===== src/hw/bus_defs.svh =====
`ifndef BUS_DEFS_SVH
`define BUS_DEFS_SVH

// RAM depth in words, as a power of two
`define RAM_WORDS_LOG2 8

// Edges from RAM request rising to its ready, at least 1
`define RAM_WAIT_CYCLES 3

// Byte base of the register bank, eight words
`define REG_BASE 32'h0001_0000

// Read pattern for addresses that hit no target
`define UNMAPPED_RDATA 32'hDEAD_BEEF

`endif


===== src/hw/bus_pkg.sv =====
`include "bus_defs.svh"

package bus_pkg;

	// Byte address as seen by both masters and the shared bus
	typedef logic [31:0] bus_addr_t;

	// One data word, read or write
	typedef logic [31:0] bus_data_t;

	// Word index into the RAM array
	typedef logic [`RAM_WORDS_LOG2-1:0] ram_index_t;

	// Word index into the register bank
	// 0..3 scratch, 4..7 semaphores
	typedef logic [2:0] reg_index_t;

endpackage


===== src/hw/semaphore_regs.sv =====
`timescale 1ns/100ps

module semaphore_regs (
	input  logic                  i_clock,
	input  logic                  i_arst_n,
	input  logic                  i_request,
	input  logic                  i_rw,        // 1 = write
	input  bus_pkg::reg_index_t   i_index,
	input  bus_pkg::bus_data_t    i_wdata,
	output logic                  o_ready,
	output bus_pkg::bus_data_t    o_rdata
);

	bus_pkg::bus_data_t scratch [4];
	logic [3:0]         sem;        // One bit per semaphore word
	logic               sem_sel;
	logic [1:0]         slot;

	assign sem_sel = i_index[2];    // Upper half of the bank
	assign slot    = i_index[1:0];

	// No wait states here
	assign o_ready = i_request;

	always_comb begin
		if (sem_sel) begin
			o_rdata = bus_pkg::bus_data_t'(sem[slot]);   // Value before the set
		end else begin
			o_rdata = scratch[slot];
		end
	end

	always_ff @(posedge i_clock or negedge i_arst_n) begin
		if (!i_arst_n) begin
			sem <= '0;
			for (int i = 0; i < 4; i++) begin
				scratch[i] <= '0;
			end
		end else if (i_request) begin
			if (sem_sel) begin
				// Test-and-set on read, any write releases
				sem[slot] <= !i_rw;
			end else if (i_rw) begin
				scratch[slot] <= i_wdata;
			end
		end
	end

endmodule


===== config.mk =====
export PLATFORM = sky130hd
export DESIGN_NAME = semaphore_regs
export DESIGN_NICKNAME = d
export VERILOG_FILES = /design/src/hw/bus_pkg.sv /design/src/hw/semaphore_regs.sv
export VERILOG_INCLUDE_DIRS = /design/src /design/src/hw
export SDC_FILE = /design/constraint.sdc
export NUM_CORES = 1
export LEC_CHECK = 0
export BUFFER_PORTS_ARGS = -buffer_cell sky130_fd_sc_hd__buf_2
export CORE_UTILIZATION = 45
export DETAILED_ROUTE_END_ITERATION = 10
export SYNTH_ARGS = -nofsm -noshare
export SYNTH_HDL_FRONTEND = slang
export SYNTH_SLANG_ARGS = --single-unit
export TNS_END_PERCENT = 50

===== constraint.sdc =====
create_clock -name i_clock -period 1.8 [get_ports i_clock]
set_input_delay 0.27 -clock i_clock [delete_from_list [all_inputs] [get_ports i_clock]]
set_output_delay 0.27 -clock i_clock [all_outputs]
set_load 0.01 [all_outputs]

==> impl_results.md <==
* Global-route wire length before repair at roughly 21,000 µm
* TritonCTS Buffers at 17
* Final setup viols at 30
* Seq/Total Area, Yosys at 0.541
* Static leakage at 3.58 nW
* Die area at 14,000 µm²
* Reg2reg start: scratch[15]
* Failing checks: negative setup slack
* GRT overflow at 0
* Initial Utilization at 0.461
* CP required at 1.53 ns
* Worst ir drop on vdd at 875 µV
* Prevailing post-synth register cell: dfrtp_1
* Met1 Routed Length at 5670 µm
* Via count at roughly 3.4k
* Most common cell in the netlist: dfrtp_1
* Placed instance area at 6850 µm²
* CTS H-tree lvls at 4
* Worst setup EP type: output port
* Avg WL per Cell at approximately 19 µm
* Final Cycle Share at 1.07
* Top cells by area, synth: dfrtp_1, mux2_2, mux4_2
* Largest net degree at the start of global routing at 45
* Drt via density at approximately 5.2
* Synth unique cells at 21
* Post-Layout Cell Count at 656
* Synthesized Nets at 408
* Post-synth EDFFs at 0
* Hold Path Class: in2reg
* Setup crit start kind: register
* Status: complete, but fails checks
* Buffers on Ports at 71
* WL final at between 10,000 and 15,000 µm
* Clock root buffer: clkbuf_16
* CTS tree: yes
* Dpl ws at between 0.015 and 0.02 ns
* Initial antenna violation count at 0
* Mean post-synth cell area at 16.5 µm²
* Xor and xnor fraction of the mapped netlist area at 0
* Maximum clock rate at 518 MHz
* HPWL Detailed at 7800 µm
* NumNets Final at 506
* Mapped Area at 6100 µm²
* Syn-to-layout area delta at 28.5%
* GRT Overall Usage at 0.199
* # IOs at 72
* # diodes at 0
* Crit Path Class: reg2out
* Top post-synthesis cells by count: dfrtp_1, mux2_2, mux4_2
* Worst R2R End: scratch[15]
* Simple-gate share of the synthesized area at 0.0453
* Post-synth ARST share at 1.00
* WL met2 at 6330 µm
* CTS max path bufs at 2
* Detailed Route Iter0 Violations at 140
* Hold depth at 2
* Clk slew on worst S/H paths at roughly 0.060 ns
* Synth Area in Compound Gates at 0.00636
* Seq cells post-synth at 132
* Setup slack after layout at -0.130 ns
* Design area at 7840 µm²
* Met3 wire length at 469 µm
* Main combinational cell family by area after synthesis: multiplexers
* Crit path time final at 1.93 ns
* Crit-path max FO at 2
* Worst EP arrival at about 1.7 ns
* Pwr/cell area at 1280 nW/µm²
* Dpl cells at 614
* Gpl congestion at 0.736
* Path depth of the worst reg2reg path at 2
* Core Area at 13,200 µm²
* Die Ht at 118 µm
* Syn Inst Count at 369
* Vias in the first global route at 3,829
* Max cap viols at 0
* # clock sinks at around 130
* Worst Hold Endpoint: scratch[125]
* Synth warn at 0
* Worst-Skew Late Latency at ~0.42 ns
* Unrepaired setup endpoints after global routing: yes
* Final hold violation count at 0
* DRT Pass-1 Iters at 4
* Antenna-violating nets left at 0
* Yosys top cell by area: dfrtp_1
* Max transition margin at 0.542
* Highest routed layer: met4
* Drt drc at 0
* Site Rows at 42
* Mux cell area share after synthesis at 0.378
* Final slew viol count at 0
* Synth top area share at 0.541
* Setup slack, reg-to-reg at 0.91 ns
* Skew final at 0 ns
* Post-synthesis adder-cell area fraction at 0
* Worst hold start: i_wdata[29]
* Fraction of layout instances using a drive strength above 1 at 0.650
* DIE WIDTH at roughly 120 µm
* Worst-Margin Slew at 0.686 ns
## flip-flops by register name, summed over array words and instances (netlist names)
name / flops
sem: 4
scratch: 128
## kinds of logic (layout without fill, tap and decap cells)
kind of cell | Yosys count | after routing
compound gates | 6 | 6
mux | 162 | 162
buf+inv | 26 | 137
simple gates | 43 | 43
flops | 132 | 132
## critical path, stage by stage, from the launching register on
cell     delay (ns)
dfrtp_1        0.37
mux4_2         0.47
mux2_4         0.29
buf_6          0.12
## what timing repair did
| action | 4_1_cts | 5_1_grt |
|---|---|---|
| setup endpoints to repair | 32 | 32 |
| setup buffers | 4 | 5 |
| hold buffers | 1 | 0 |
| hold endpoints to repair | 33 | 0 |
| cloned | 0 | 0 |
| resized for setup | 23 | 17 |
## through the flow
stage	setup TNS, ns	total power [mW]	hold WS [ns]	utilization
final	-0.654	10.0	0.123	0.592
after global routing	-2.57	10.5	0.108	0.592
after floorplan	0	5.18	-0.0256	-
after global placement	0	5.65	0.201	0.517
after CTS	-1.19	10.0	0.105	0.583
after detailed placement	0	5.72	0.203	0.517
## power by group
group	switching, mW	total (mW)	internal, mW
Clock	1.23	4.12	2.88
Sequential	0.338	4.00	3.66
Combinational	0.608	1.91	1.30
Total	2.18	10.0	7.84
## area by class of cell
type | count | area, µm²
Fill cell | 1048 | 5410
Sequential cell | 132 | 3300
Multi-Input combinational cell | 211 | 2760
Timing Repair Buffer | 105 | 851
Clock buffer | 23 | 488
Clock inverter | 9 | 220
Tap cell | 176 | 220
## worst max path at each step
stage	slack, ns	end	start
after floorplan	0.13	o_rdata[10]	i_index[0]
after global placement	0.03	o_rdata[27]	i_index[0]
after detailed placement	0.02	o_rdata[19]	i_index[0]
after CTS	-0.15	o_rdata[0]	sem[2]
after global routing	-0.19	o_rdata[0]	sem[2]
final	-0.13	o_rdata[0]	sem[2]
## metal layers
layer | up-vias | global-route usage
li1 | 1554 | -
met1 | 1797 | 0.261
met2 | 58 | 0.318
met3 | 11 | 0.0618
met4 | 0 | 0.0641
met5 | - | 0
## cells in the final DEF (no fill, tap or decap)
cell type / Yosys / final
buf_12: 0 / 11
buf_2: 10 / 55
buf_4: 9 / 22
buf_6: 4 / 16
bufinv_16: 0 / 7
clkbuf_1: 3 / 2
clkbuf_16: 0 / 17
clkbuf_8: 0 / 4
clkinv_2: 0 / 2
dfrtp_1: 132 / 132
dlygate4sd3_1: 0 / 1
mux2_1: 3 / 3
mux2_2: 96 / 95
mux2_4: 30 / 31
mux4_2: 33 / 33
nand2_1: 4 / 4
nand2b_1: 1 / 1
nand3b_4: 1 / 1
nand4_1: 1 / 1
nand4b_1: 1 / 1
nor2_4: 0 / 2
nor2b_1: 31 / 17
nor2b_4: 0 / 14
nor3b_4: 0 / 1
o21ai_0: 3 / 3
o31ai_1: 2 / 2
o41ai_1: 1 / 1
or3_2: 0 / 1
(Power assumes the default switching activity.)
