`config.mk`:
```
export PLATFORM = sky130hd
export DESIGN_NAME = bus_decoder
export DESIGN_NICKNAME = d
export VERILOG_FILES = /design/src/hw/bus_pkg.sv /design/src/hw/bus_decoder.sv
export VERILOG_INCLUDE_DIRS = /design/src /design/src/hw
export SDC_FILE = /design/constraint.sdc
export NUM_CORES = 1
export LEC_CHECK = 0
export ABC_CLOCK_PERIOD_IN_PS = 2940
export BUFFER_PORTS_ARGS = -buffer_cell sky130_fd_sc_hd__buf_2
export CORE_AREA = 2 2 96 98
export DETAILED_ROUTE_END_ITERATION = 6
export DIE_AREA = 0 0 98 100
export GPL_TIMING_DRIVEN = 0
export MAX_ROUTING_LAYER = met4
export PLACE_DENSITY_LB_ADDON = 0.08
export SLEW_MARGIN = 0
export SYNTH_ARGS = -nofsm -noshare
export SYNTH_HDL_FRONTEND = slang
export SYNTH_SLANG_ARGS = --single-unit
```
`constraint.sdc`:
```
create_clock -name vclk -period 2.94
set_input_delay 0.588 -clock vclk [all_inputs]
set_output_delay 0.588 -clock vclk [all_outputs]
set_load 0.03 [all_outputs]
```
`src/hw/bus_defs.svh`:
```
`ifndef BUS_DEFS_SVH
`define BUS_DEFS_SVH

// RAM depth in words, as a power of two
`define RAM_WORDS_LOG2 8

// Edges from RAM request rising to its ready, at least 1
`define RAM_WAIT_CYCLES 3

// Byte base of the register bank, eight words
`define REG_BASE 32'h0001_0000

// Read pattern for addresses that hit no target
`define UNMAPPED_RDATA 32'hDEAD_BEEF

`endif

```
`src/hw/bus_pkg.sv`:
```
`include "bus_defs.svh"

package bus_pkg;

	// Byte address as seen by both masters and the shared bus
	typedef logic [31:0] bus_addr_t;

	// One data word, read or write
	typedef logic [31:0] bus_data_t;

	// Word index into the RAM array
	typedef logic [`RAM_WORDS_LOG2-1:0] ram_index_t;

	// Word index into the register bank
	// 0..3 scratch, 4..7 semaphores
	typedef logic [2:0] reg_index_t;

endpackage

```
`src/hw/bus_decoder.sv`:
```
`timescale 1ns/100ps
`include "bus_defs.svh"

module bus_decoder (
	// Shared bus from the arbiter
	input  logic                  i_bus_rw,
	input  logic                  i_bus_request,
	input  bus_pkg::bus_addr_t    i_bus_address,
	input  bus_pkg::bus_data_t    i_bus_wdata,
	output logic                  o_bus_ready,
	output bus_pkg::bus_data_t    o_bus_rdata,

	// RAM target
	output logic                  o_ram_request,
	output logic                  o_ram_rw,
	output bus_pkg::ram_index_t   o_ram_index,
	output bus_pkg::bus_data_t    o_ram_wdata,
	input  logic                  i_ram_ready,
	input  bus_pkg::bus_data_t    i_ram_rdata,

	// Register bank target
	output logic                  o_reg_request,
	output logic                  o_reg_rw,
	output bus_pkg::reg_index_t   o_reg_index,
	output bus_pkg::bus_data_t    o_reg_wdata,
	input  logic                  i_reg_ready,
	input  bus_pkg::bus_data_t    i_reg_rdata
);

	// Address bits above each window
	localparam int RAM_TOP = `RAM_WORDS_LOG2 + 2;
	localparam int REG_TOP = 5;
	localparam bus_pkg::bus_addr_t REG_BASE = `REG_BASE;

	logic ram_hit;
	logic reg_hit;

	// Byte offset bits [1:0] are ignored, targets are word addressed
	assign ram_hit = (i_bus_address[31:RAM_TOP] == '0);
	assign reg_hit = (i_bus_address[31:REG_TOP] == REG_BASE[31:REG_TOP]);

	assign o_ram_request = i_bus_request && ram_hit;
	assign o_ram_rw      = i_bus_rw;
	assign o_ram_index   = i_bus_address[RAM_TOP-1:2];
	assign o_ram_wdata   = i_bus_wdata;

	assign o_reg_request = i_bus_request && reg_hit;
	assign o_reg_rw      = i_bus_rw;
	assign o_reg_index   = i_bus_address[REG_TOP-1:2];
	assign o_reg_wdata   = i_bus_wdata;

	always_comb begin
		if (ram_hit) begin
			o_bus_ready = i_ram_ready;
			o_bus_rdata = i_ram_rdata;
		end else if (reg_hit) begin
			o_bus_ready = i_reg_ready;
			o_bus_rdata = i_reg_rdata;
		end else begin
			o_bus_ready = i_bus_request;   // Unmapped, answer at once and drop writes
			o_bus_rdata = `UNMAPPED_RDATA;
		end
	end

endmodule

```
==> results_tabular.tex <==
\begin{tabular}{lr}
\hline
Metric & Value \\
\hline
\multicolumn{2}{l}{\textbf{Run status}} \\
Result of the run & finished, final reports clean \\
\multicolumn{2}{l}{\textbf{Synth}} \\
Yosys warning total & 0 \\
Number of distinct library cells after synthesis & 22 \\
Top cells by area in the synthesized netlist & sky130\_fd\_sc\_hd\_\_buf\_4 (54\%), sky130\_fd\_sc\_hd\_\_o22a\_1 (16\%), sky130\_fd\_sc\_hd\_\_a22o\_1 (6.5\%) \\
Cell taking the most area after synthesis & sky130\_fd\_sc\_hd\_\_buf\_4 \\
Number of nets in the synthesized netlist & 272 \\
Avg Inst Size Synth & 7.64 um\^{}2 \\
Cell area after synthesis & 0.00107 mm\^{}2 \\
Area share of the leading cell type in the synthesized netlist & 54.0\% \\
Fraction of the yosys area taken by sequential cells & 0\% \\
Number of standard cells after synthesis & 140 \\
\multicolumn{2}{l}{\textbf{Setup path}} \\
Cell-by-cell trace of the critical path & buf\_2 -> nor4\_2 -> nand4\_1 -> or3\_1 -> buf\_6 -> buf\_6 -> o22a\_1 -> buf\_2 \\
Arrival time at the worst endpoint & 2.23 ns \\
Element type at the critical path start & input pin \\
Peak per-stage delay on the critical path & 0.40 ns \\
Type of destination of the critical path & primary output \\
Worst path slowest cell & sky130\_fd\_sc\_hd\_\_or3\_1 \\
Highest fanout seen on the critical path & 10 \\
Start-to-end type of the worst setup path & in -> out \\
Stages on worst setup path & 8 \\
Worst endpoint required time & 2.35 ns \\
Number of buffer and inverter stages on the critical path & 4 \\
Family of cells with the greatest summed delay on the critical path & simple AND/OR/NAND/NOR gates \\
\multicolumn{2}{l}{\textbf{Drt}} \\
Detail-routed net length per standard cell & 11.1 um \\
Number of detailed-route iterations in the first pass & 3 \\
Count of vias placed by the detailed router & 1698 \\
Antenna viol nets, final & 0 \\
Post-detailed-routing wire length & 5.09 mm \\
Average vias per placed instance & 3.70 \\
Starting DRT DRC Count & 11 \\
Post-route DRC violation count & 0 \\
\multicolumn{2}{l}{\textbf{Hold path}} \\
Hold-critical path depth & 2 \\
Path category of the worst min-delay check & in -> out \\
\multicolumn{2}{l}{\textbf{Placed design}} \\
PortBufs & 206 \\
Post-placement setup slack & -0.105 ns \\
Placed instance count & 457 \\
Placer's final routability congestion estimate & 0.727 \\
Post-DP HPWL & 4.72 mm \\
\multicolumn{2}{l}{\textbf{Cells and area}} \\
FFs \& Latches & 0 \\
Area of all sequential standard cells & 0 um\^{}2 \\
ANT cells & 0 \\
Clock buf count & 0 \\
Layout cells sized above 1 & 86.2\% \\
End-of-flow core utilization & 25.8\% \\
Leading cell type in the layout, fill and taps excluded & sky130\_fd\_sc\_hd\_\_buf\_2 \\
Final net count & 482 \\
Commonest non-fill, non-tap cells in the layout & sky130\_fd\_sc\_hd\_\_buf\_2 (206), sky130\_fd\_sc\_hd\_\_buf\_4 (79), sky130\_fd\_sc\_hd\_\_o22a\_1 (20), sky130\_fd\_sc\_hd\_\_a22o\_1 (8) \\
Area Overhead vs Synth & 114\% \\
Post-route non-filler standard cell count & 459 \\
\multicolumn{2}{l}{\textbf{GRT}} \\
Remaining global-route overflow & 0 \\
Overall global routing resource usage & 8.63\% \\
Number of global-route vias before repair & 1577 \\
Initial antenna violation count & 0 \\
Largest net degree at the start of global routing & 11 \\
First-pass GRT wire length & 7.06 mm \\
\multicolumn{2}{l}{\textbf{Timing}} \\
Final sum of negative setup slack & 0 ns \\
Unrepaired setup endpoints after global routing & false \\
Least-Margin Pin Slew & 0.372 ns \\
Max transition margin & 75.2\% \\
Final hold violation count & 0 \\
Clock period minus final worst setup slack & 2.81 ns \\
Setup ws final & 0.127 ns \\
Final-layout worst hold slack & 1.43 ns \\
Upper clock frequency limit & 355 MHz \\
Final setup fails & 0 \\
Part of the cycle the worst path needs & 95.7\% \\
Number of max-slew violations in the final report & 0 \\
\multicolumn{2}{l}{\textbf{Floorplan}} \\
Area enclosed by the die boundary & 0.00980 mm\^{}2 \\
Overall die width & 98 um \\
Cell row count & 35 \\
Starting utilization of the core area & 12.0\% \\
Std-Cell Core Area & 0.00889 mm\^{}2 \\
Count of boundary I/O pins & 244 \\
Y dimension of the die & 100 um \\
\multicolumn{2}{l}{\textbf{Clock network}} \\
Quantity of hold-fixing buffers added after cts & 0 \\
\multicolumn{2}{l}{\textbf{Job}} \\
Number of max-cap violations & 0 \\
\multicolumn{2}{l}{\textbf{Pwr}} \\
Leak & 1.30 nW \\
P per Cell Area & 139 mW/mm\^{}2 \\
Worst VDD drop & 0.0700 mV \\
\hline
\end{tabular}
==> synth_stat cells, drive strengths merged <==
library cell	n
clkbuf	3
nand4	1
o22a	24
and2	3
nand3	2
a22o	8
buf	80
nor2b	1
o31ai	2
nor4b	1
a21oi	1
and4	1
a21boi	1
nor3	2
and3	2
nor4	3
or3	1
nor2	4
==> metrics by stage <==
step	area, um^2	total power, W
6_report	2290	0.000319
4_1_cts	2270	0.000320
2_1_floorplan	1070	0.000205
5_1_grt	2290	0.000338
3_3_place_gp	2240	0.000321
3_5_place_dp	2240	0.000319
==> layout make-up <==
cell class	instances	area [um^2]
Buffer	83	626
Tap cell	111	139
Multi-Input combinational cell	57	479
Timing Repair Buffer	208	1050
Fill cell	1009	6600
==> routing by layer <==
layer	wire [um]	GRT usage, %	vias to the layer above	share of wire [%]
li1	-	-	844	-
met1	1620	8.58	730	32
met2	2910	18.5	120	57
met3	518	0.836	4	10
met4	39	0.641	0	0.77
met5	0	-	-	0
==> worst paths after layout <==
path	from	end	slack (ns)
min	i_bus_wdata[28]	o_ram_wdata[28]	1.43
max	i_bus_address[10]	o_bus_rdata[23]	0.13
==> cells by family (layout without fill, tap and decap cells) <==
group,count (synthesis),count (layout),share of synthesized area [%]
AND/OR/NAND/NOR,21,21,12.5
AO/OA/AOI/OAI,36,36,29.2
buffers and inverters,83,291,58.2
==> power breakdown <==
group	leakage (nW)	internal, W	switching (W)
combinational	1.30	0.000149	0.000170
clock	0	0	0
sequential	0	0	0
total	1.30	0.000149	0.000170
==> what timing repair did <==
| item | CTS | global route |
|---|---|---|
| resized for setup | 4 | 3 |
| gates cloned | 0 | 0 |
| setup endpoints to repair | 20 | 29 |
| pin swaps | 1 | 1 |
| buffers inserted | 2 | 0 |
Power figures use the tool's default switching activity.
