`src/hw/bus_defs.svh`:
```
`ifndef BUS_DEFS_SVH
`define BUS_DEFS_SVH

// RAM depth in words, as a power of two
`define RAM_WORDS_LOG2 8

// Edges from RAM request rising to its ready, at least 1
`define RAM_WAIT_CYCLES 3

// Byte base of the register bank, eight words
`define REG_BASE 32'h0001_0000

// Read pattern for addresses that hit no target
`define UNMAPPED_RDATA 32'hDEAD_BEEF

`endif

```
`src/hw/bus_pkg.sv`:
```
`include "bus_defs.svh"

package bus_pkg;

	// Byte address as seen by both masters and the shared bus
	typedef logic [31:0] bus_addr_t;

	// One data word, read or write
	typedef logic [31:0] bus_data_t;

	// Word index into the RAM array
	typedef logic [`RAM_WORDS_LOG2-1:0] ram_index_t;

	// Word index into the register bank
	// 0..3 scratch, 4..7 semaphores
	typedef logic [2:0] reg_index_t;

endpackage

```
`src/hw/ctrl_pkg.sv`:
```
package ctrl_pkg;

	// Arbiter FSM, one grant state per master
	typedef enum logic [1:0] {
		idle,
		grant_b,
		grant_c
	} arbiter_state_t;

	// RAM access FSM
	typedef enum logic {
		ram_idle,
		ram_wait
	} ram_state_t;

endpackage

```
`src/hw/bus_arbiter.sv`:
```
`timescale 1ns/100ps

module bus_arbiter (
	input  logic                i_clock,
	input  logic                i_arst_n,

	// Port B
	input  logic                i_pb_rw,        // 1 = write
	input  logic                i_pb_request,
	input  bus_pkg::bus_addr_t  i_pb_address,
	input  bus_pkg::bus_data_t  i_pb_wdata,
	output logic                o_pb_ready,
	output bus_pkg::bus_data_t  o_pb_rdata,

	// Port C
	input  logic                i_pc_rw,
	input  logic                i_pc_request,
	input  bus_pkg::bus_addr_t  i_pc_address,
	input  bus_pkg::bus_data_t  i_pc_wdata,
	output logic                o_pc_ready,
	output bus_pkg::bus_data_t  o_pc_rdata,

	// Shared bus
	output logic                o_bus_rw,
	output logic                o_bus_request,
	output bus_pkg::bus_addr_t  o_bus_address,
	output bus_pkg::bus_data_t  o_bus_wdata,
	input  logic                i_bus_ready,
	input  bus_pkg::bus_data_t  i_bus_rdata
);

	ctrl_pkg::arbiter_state_t state;
	ctrl_pkg::arbiter_state_t next_state;

	// Ready only reaches the port that owns the bus
	assign o_pb_ready = (state == ctrl_pkg::grant_b) && i_pb_request && i_bus_ready;
	assign o_pc_ready = (state == ctrl_pkg::grant_c) && i_pc_request && i_bus_ready;

	// Both ports see read data, only one sees ready
	assign o_pb_rdata = i_bus_rdata;
	assign o_pc_rdata = i_bus_rdata;

	always_ff @(posedge i_clock or negedge i_arst_n) begin
		if (!i_arst_n) begin
			state <= ctrl_pkg::idle;
		end else begin
			state <= next_state;
		end
	end

	always_comb begin
		next_state    = state;
		o_bus_request = 1'b0;
		o_bus_rw      = 1'b0;
		o_bus_address = '0;
		o_bus_wdata   = '0;

		case (state)
			// Fixed priority, B wins a tie
			// Fields go out early with request still low
			ctrl_pkg::idle: begin
				if (i_pb_request) begin
					o_bus_rw      = i_pb_rw;
					o_bus_address = i_pb_address;
					o_bus_wdata   = i_pb_wdata;
					next_state    = ctrl_pkg::grant_b;
				end else if (i_pc_request) begin
					o_bus_rw      = i_pc_rw;
					o_bus_address = i_pc_address;
					o_bus_wdata   = i_pc_wdata;
					next_state    = ctrl_pkg::grant_c;
				end
			end

			ctrl_pkg::grant_b: begin
				o_bus_request = i_pb_request;
				o_bus_rw      = i_pb_rw;
				o_bus_address = i_pb_address;
				o_bus_wdata   = i_pb_wdata;
				if (i_bus_ready) begin
					next_state = ctrl_pkg::idle;   // One idle cycle before next grant
				end
			end

			ctrl_pkg::grant_c: begin
				o_bus_request = i_pc_request;
				o_bus_rw      = i_pc_rw;
				o_bus_address = i_pc_address;
				o_bus_wdata   = i_pc_wdata;
				if (i_bus_ready) begin
					next_state = ctrl_pkg::idle;
				end
			end

			default: begin
				next_state = ctrl_pkg::idle;
			end
		endcase
	end

endmodule

```
`config.mk`:
```
export PLATFORM = sky130hd
export DESIGN_NAME = bus_arbiter
export DESIGN_NICKNAME = d
export VERILOG_FILES = /design/src/hw/bus_pkg.sv /design/src/hw/ctrl_pkg.sv /design/src/hw/bus_arbiter.sv
export VERILOG_INCLUDE_DIRS = /design/src /design/src/hw
export SDC_FILE = /design/constraint.sdc
export NUM_CORES = 1
export LEC_CHECK = 0
export BUFFER_PORTS_ARGS = -buffer_cell sky130_fd_sc_hd__buf_2
export CAP_MARGIN = 20
export CORE_AREA = 2 2 117 119
export DETAILED_ROUTE_END_ITERATION = 16
export DIE_AREA = 0 0 119 121
export PLACE_DENSITY = 0.42
export SKIP_LAST_GASP = 1
export SLEW_MARGIN = 5
export SYNTH_ARGS = -nofsm -noshare
export SYNTH_HDL_FRONTEND = slang
export SYNTH_SLANG_ARGS = --single-unit
export TNS_END_PERCENT = 10
```
`constraint.sdc`:
```
create_clock -name i_clock -period 2.3 [get_ports i_clock]
set_clock_uncertainty 0.2 [all_clocks]
set_input_delay 0.115 -clock i_clock [delete_from_list [all_inputs] [get_ports i_clock]]
set_output_delay 0.115 -clock i_clock [all_outputs]
set_load 0.02 [all_outputs]
```
==> results of run 1 <==
## worst max-delay path, delay by kind of cell (launching register included)
kind / cells / cell delay [ps]
DFF: 1 / 390
and+or+nand+nor: 1 / 140
AOI/OAI and AO/OA: 2 / 400
buffers and inverters: 3 / 530
adders and majority gates: 1 / 220
## stage by stage
| step | worst slack, ps | power, uW | utilization | setup TNS [ps] |
|---|---|---|---|---|
| finish | 50.75 | 3372 | 0.1665 | 0 |
| global route | -67.61 | 3595 | 0.1665 | -1690 |
| CTS | 10.00 | 3397 | 0.1658 | 0 |
| detailed placement | 54.04 | 3049 | 0.1580 | 0 |
| global placement | 132.7 | 3019 | 0.1580 | 0 |
| floorplan | 518.6 | 2308 | - | 0 |
## kinds of logic (layout without fill, tap and decap cells)
logic type	count (synthesis)	count (layout)	share of synthesized area
buf+inv	82	214	0.4422
simple gates	7	8	0.03145
compound gates	72	72	0.4524
fa+ha+maj	4	4	0.03700
flops	2	2	0.03700
## report_power, final
part	switching [uW]	total, uW	internal, uW
Clock	42.2	264	221
Sequential	16.5	68.6	52.1
Combinational	1850	3040	1180
## per-layer routing
layer  up-vias  part of all wire
li1        831                 -
met1       811              0.34
met2       166              0.51
met3        14              0.11
met4         0             0.044
met5         -                 0
## final cells by class
type                            instances  area [um^2]  share of cell area
Multi-Input combinational cell         84        738.2              0.3389
Clock buffer                            3        75.07             0.03446
Sequential cell                         2        50.05             0.02298
Timing Repair Buffer                  207         1080              0.4957
Tap cell                              176        220.2              0.1011
Inverter                                4        15.01            0.006893
## layout by cell type, fill, tap and decap left out, types with 2 or more instances in the layout
cell         n
nor2_4       2
dfrtp_1      2
buf_2      202
inv_1        4
ha_1         4
a22o_1      65
and3_1       2
clkbuf_16    3
nor2b_1      2
buf_12       2
## final timing paths
kind | depth (start not counted) | end | slack (ps)
max | 7 | o_bus_wdata[28] | 50
min | 2 | state[1] | 7
max reg2reg | 5 | state[1] | 820
min reg2reg | 2 | state[1] | 420
max in group asynchronous | 2 | state[0] | 1790
min in group i_clock | 0 | o_pb_rdata[22] | 30
## timing repair
item                                    in CTS  in global routing
endpoints found under the hold margin        2                  0
resized for setup                            1                  2
pin swaps                                    1                  0
setup buffers                                1                  0
gates cloned                                 1                  0
endpoints found under the setup margin      46                 53
hold buffers                                 1                  0
==> flow_summary.json, run 1 <==
{
  "hold_viol_final": 0,
  "synth_common_cells": "a22o_1 (65), buf_4 (65), buf_2 (7), buf_6 (5)",
  "die_w_um": 119,
  "use_met2": 0.1501,
  "status": "finished clean",
  "yosysSeqAreaShare": 0.03700,
  "wl_per_cell_um": 13.74,
  "vias_per_cell": 3.828,
  "drive_gt1_frac": 0.7100,
  "largestRegisters": "state (2)",
  "critPathKind": "reg2out",
  "antenna_found_initial": 0,
  "synth_cell_types": 18,
  "port_buffers": 202,
  "hold_ws_ps": 6.692,
  "die_y_um": 121,
  "layout.cells.non_filler": 476,
  "tritoncts": "built",
  "slowest_stage": "dfrtp_1",
  "cts.path.max_buffers": 2,
  "leakage_uw": 0.001289,
  "areaGrowthSynthToFinish_pct": 61.05,
  "arrival_ps": 1930,
  "clk_pin_slew_worst_paths_ps": 30,
  "synth_edf_count": 0,
  "use_met3": 0.02397,
  "vias": 1822,
  "fmax_mhz": 444.6,
  "gp_congestion": 0.7572,
  "synth.avg_cell_area_um2": 8.099,
  "synthCells": 167,
  "worstSkewPairLatency_ps": 220,
  "cpPeakStageDelay_ps": 390,
  "grt_use_met1": 0.07454,
  "ys_seq_elements": 2,
  "fin_area_um2": 2178,
  "fin_crit_ps": 2249,
  "n_antenna_cell": 0,
  "netlist_top_cells_area": "a22o_1 (42%), buf_4 (36%), buf_6 (4.2%)",
  "irDropWorstVdd_v": 0.0004028,
  "numCtsBuffers": 3,
  "setup_viol": 0,
  "grt_start_max_net_pins": 47,
  "pwr_density_cell_nw_per_um2": 1548,
  "hold_path.class": "in2async",
  "startpoint": "state[0]",
  "timing.final.max_slew_violations": 0,
  "grt_busiest_layer": "met2",
  "floorplan.rows": 42,
  "fin_crit_sh": 0.9779,
  "synth_flop_cell": "dfrtp_1",
  "crit_path_cell_trace": "inv_1 -> ha_1 -> nand3b_1 -> a21oi_4 -> buf_12 -> a22o_1 -> buf_2",
  "core_area_um2": 13090,
  "root_buffer": "clkbuf_16",
  "largest_reg_flops": 2,
  "synth_top_area_frac": 0.4209,
  "yosys_warnings": 0,
  "cts_max_level": 1,
  "ant_nets": 0,
  "dp_cells": 470,
  "dp_hpwl_um": 5441,
  "reg2reg_from": "state[0]",
  "cp_max_fo": 46,
  "place_area_um2": 2067,
  "synth_top_area_cell": "a22o_1",
  "firstDrtPassIters": 4,
  "cp.required_ps": 1990,
  "initial_utilization": 0.1034,
  "max_cap_violations": 0,
  "grt_usage": 0.07826,
  "drc": 0,
  "syn-cell-area_um2": 1353,
  "synth_nets": 338,
  "drt_wl_total_um": 6538,
  "rsz0062_at_grt": "yes",
  "pin_count": 299,
  "max_slew_margin": 0.7772,
  "fin_nets": 473,
  "tightest_slew_ps": 334.2,
  "top_register": "state",
  "grt_first_pass_wirelength_um": 8901,
  "fillers": 1492,
  "synthArstFlopShare": 1.000,
  "clock_sinks": 2,
  "drt_iter0_markers": 45,
  "grt_pass1_vias": 1775,
  "worst_setup_path_start_kind": "register",
  "grt_overflow_total": 0,
  "end_kind": "output port",
  "dieArea_um2": 14400
}
Note: power is estimated with default switching activity, not from simulation.
==> inputs of run 2 (changes only) <==
Settings changed: CORE_AREA 2 2 117 119 to 2 2 115 117, DIE_AREA 0 0 119 121 to 0 0 117 119, PLACE_DENSITY 0.42 to 0.45.
Clock period 2.3 ns to 2 ns, I/O delays scaled along.
==> flow_summary.json, run 2 (same netlist as run 1, synthesis figures left out) <==
{
  "status": "finished with violations",
  "violations": "setup timing",
  "max_slew_margin": 0.8575,
  "irDropWorstVdd_v": 0.0004493,
  "fmax_mhz": 468.7,
  "initial_utilization": 0.1051,
  "clock_sinks": 2,
  "rsz0062_at_grt": "yes",
  "hold_path.class": "in2async",
  "fin_crit_ps": 2133,
  "floorplan.rows": 42,
  "grt_pass1_vias": 1656,
  "drt_iter0_markers": 33,
  "end_kind": "output port",
  "fin_setup_tns_ps": -6430,
  "largestRegisters": "state (2)",
  "core_area_um2": 12870,
  "grt_use_met1": 0.08040,
  "tritoncts": "built",
  "firstDrtPassIters": 4,
  "die_w_um": 117,
  "setup_viol": 65,
  "top_register": "state",
  "drc": 0,
  "use_met3": 0.02341,
  "antenna_found_initial": 0,
  "cp_max_fo": 12,
  "grt_overflow_total": 0,
  "mostFrequentLayoutCells": "buf_2 (169), a22o_1 (64), buf_4 (28)",
  "clk_pin_slew_worst_paths_ps": 30,
  "worst_setup_path_start_kind": "register",
  "dp_hpwl_um": 5073,
  "reg2reg_slack_ps": 600,
  "max_cap_violations": 0,
  "vias_per_cell": 3.887,
  "use_met2": 0.1376,
  "arrival_ps": 1830,
  "largest_reg_flops": 2,
  "gp_congestion": 0.7072,
  "mostFrequentLayoutCell": "buf_2",
  "port_buffers": 202,
  "cts.path.max_buffers": 2,
  "critPathKind": "reg2out",
  "ant_nets": 0,
  "numCtsBuffers": 3,
  "dieArea_um2": 13920,
  "grt_first_pass_wirelength_um": 8010,
  "cp.required_ps": 1700,
  "die_y_um": 119,
  "root_buffer": "clkbuf_16",
  "areaGrowthSynthToFinish_pct": 84.09,
  "hold_viol_final": 0,
  "leakage_uw": 0.001404,
  "drt_wl_total_um": 7040,
  "n_antenna_cell": 0,
  "fin_ws_ps": -133.4,
  "timing.final.max_slew_violations": 0,
  "grt_busiest_layer": "met2",
  "vias": 1885,
  "pwr_density_cell_nw_per_um2": 1911,
  "cts_max_level": 1,
  "drive_gt1_frac": 0.7314,
  "pin_count": 299,
  "grt_usage": 0.07337,
  "wl_per_cell_um": 14.52,
  "grt_start_max_net_pins": 42,
  "fin_crit_sh": 1.067,
  "fin_nets": 482,
  "hold_ws_ps": 0.01515,
  "tightest_slew_ps": 213.8,
  "pre_cts_ws_ps": 8.717,
  "worstSkewPairLatency_ps": 220
}
-- run 2: per-stage QoR --
stage               total power (uW)    util  area, um^2  std cells
floorplan                       2654       -        1353        167
global placement                3581  0.1631        2100        471
detailed placement              3617  0.1631        2100        471
CTS                             4156  0.1757        2262        478
global route                    5077  0.1934        2490        485
finish                          4757  0.1934        2490        485
-- run 2: path summary, 6_finish.rpt --
kind | depth (start not counted) | endpoint | startpoint
max in group asynchronous | 2 | state[0] | i_arst_n
min reg2reg | 2 | state[1] | state[1]
min | 2 | state[1] | i_arst_n
min in group i_clock | 0 | o_pc_rdata[15] | i_bus_rdata[15]
max | 8 | o_bus_address[4] | state[1]
max reg2reg | 5 | state[0] | state[1]
-- run 2: area by class of cell --
class | instances | area [um^2]
clock buffers | 3 | 75.07
fillers | 1413 | 10390
inverters | 4 | 15.01
multi-input cells | 83 | 748.2
flip-flops and latches | 2 | 50.05
well taps | 176 | 220.2
repair buffers | 217 | 1381
-- run 2: report_power, final --
group | internal (uW) | switching (uW)
clock network | 254 | 43.9
registers | 59.9 | 17.6
logic | 2020 | 2360
total | 2340 | 2420
-- run 2: what timing repair did --
action | in CTS | in global routing
resized for setup | 11 | 41
pin swaps | 1 | 6
gates cloned | 1 | 5
setup endpoints to repair | 65 | 65
hold endpoints to repair | 2 | 0
hold buffers | 1 | 0
setup buffers | 2 | 3
-- run 2: per-layer routing --
layer,share of wire,vias up
li1,-,849
met1,0.40,878
met2,0.50,146
met3,0.096,12
met4,0.0077,0
met5,0,-
-- run 2: worst max-delay path, cell delays in order (launching register included) --
cell and delay [ps]:
dfrtp_1 410, inv_2 100, ha_4 140, nand3b_1 120, a21oi_4 220, buf_12 160, clkbuf_16 160, a22o_1 150
buf_4 140
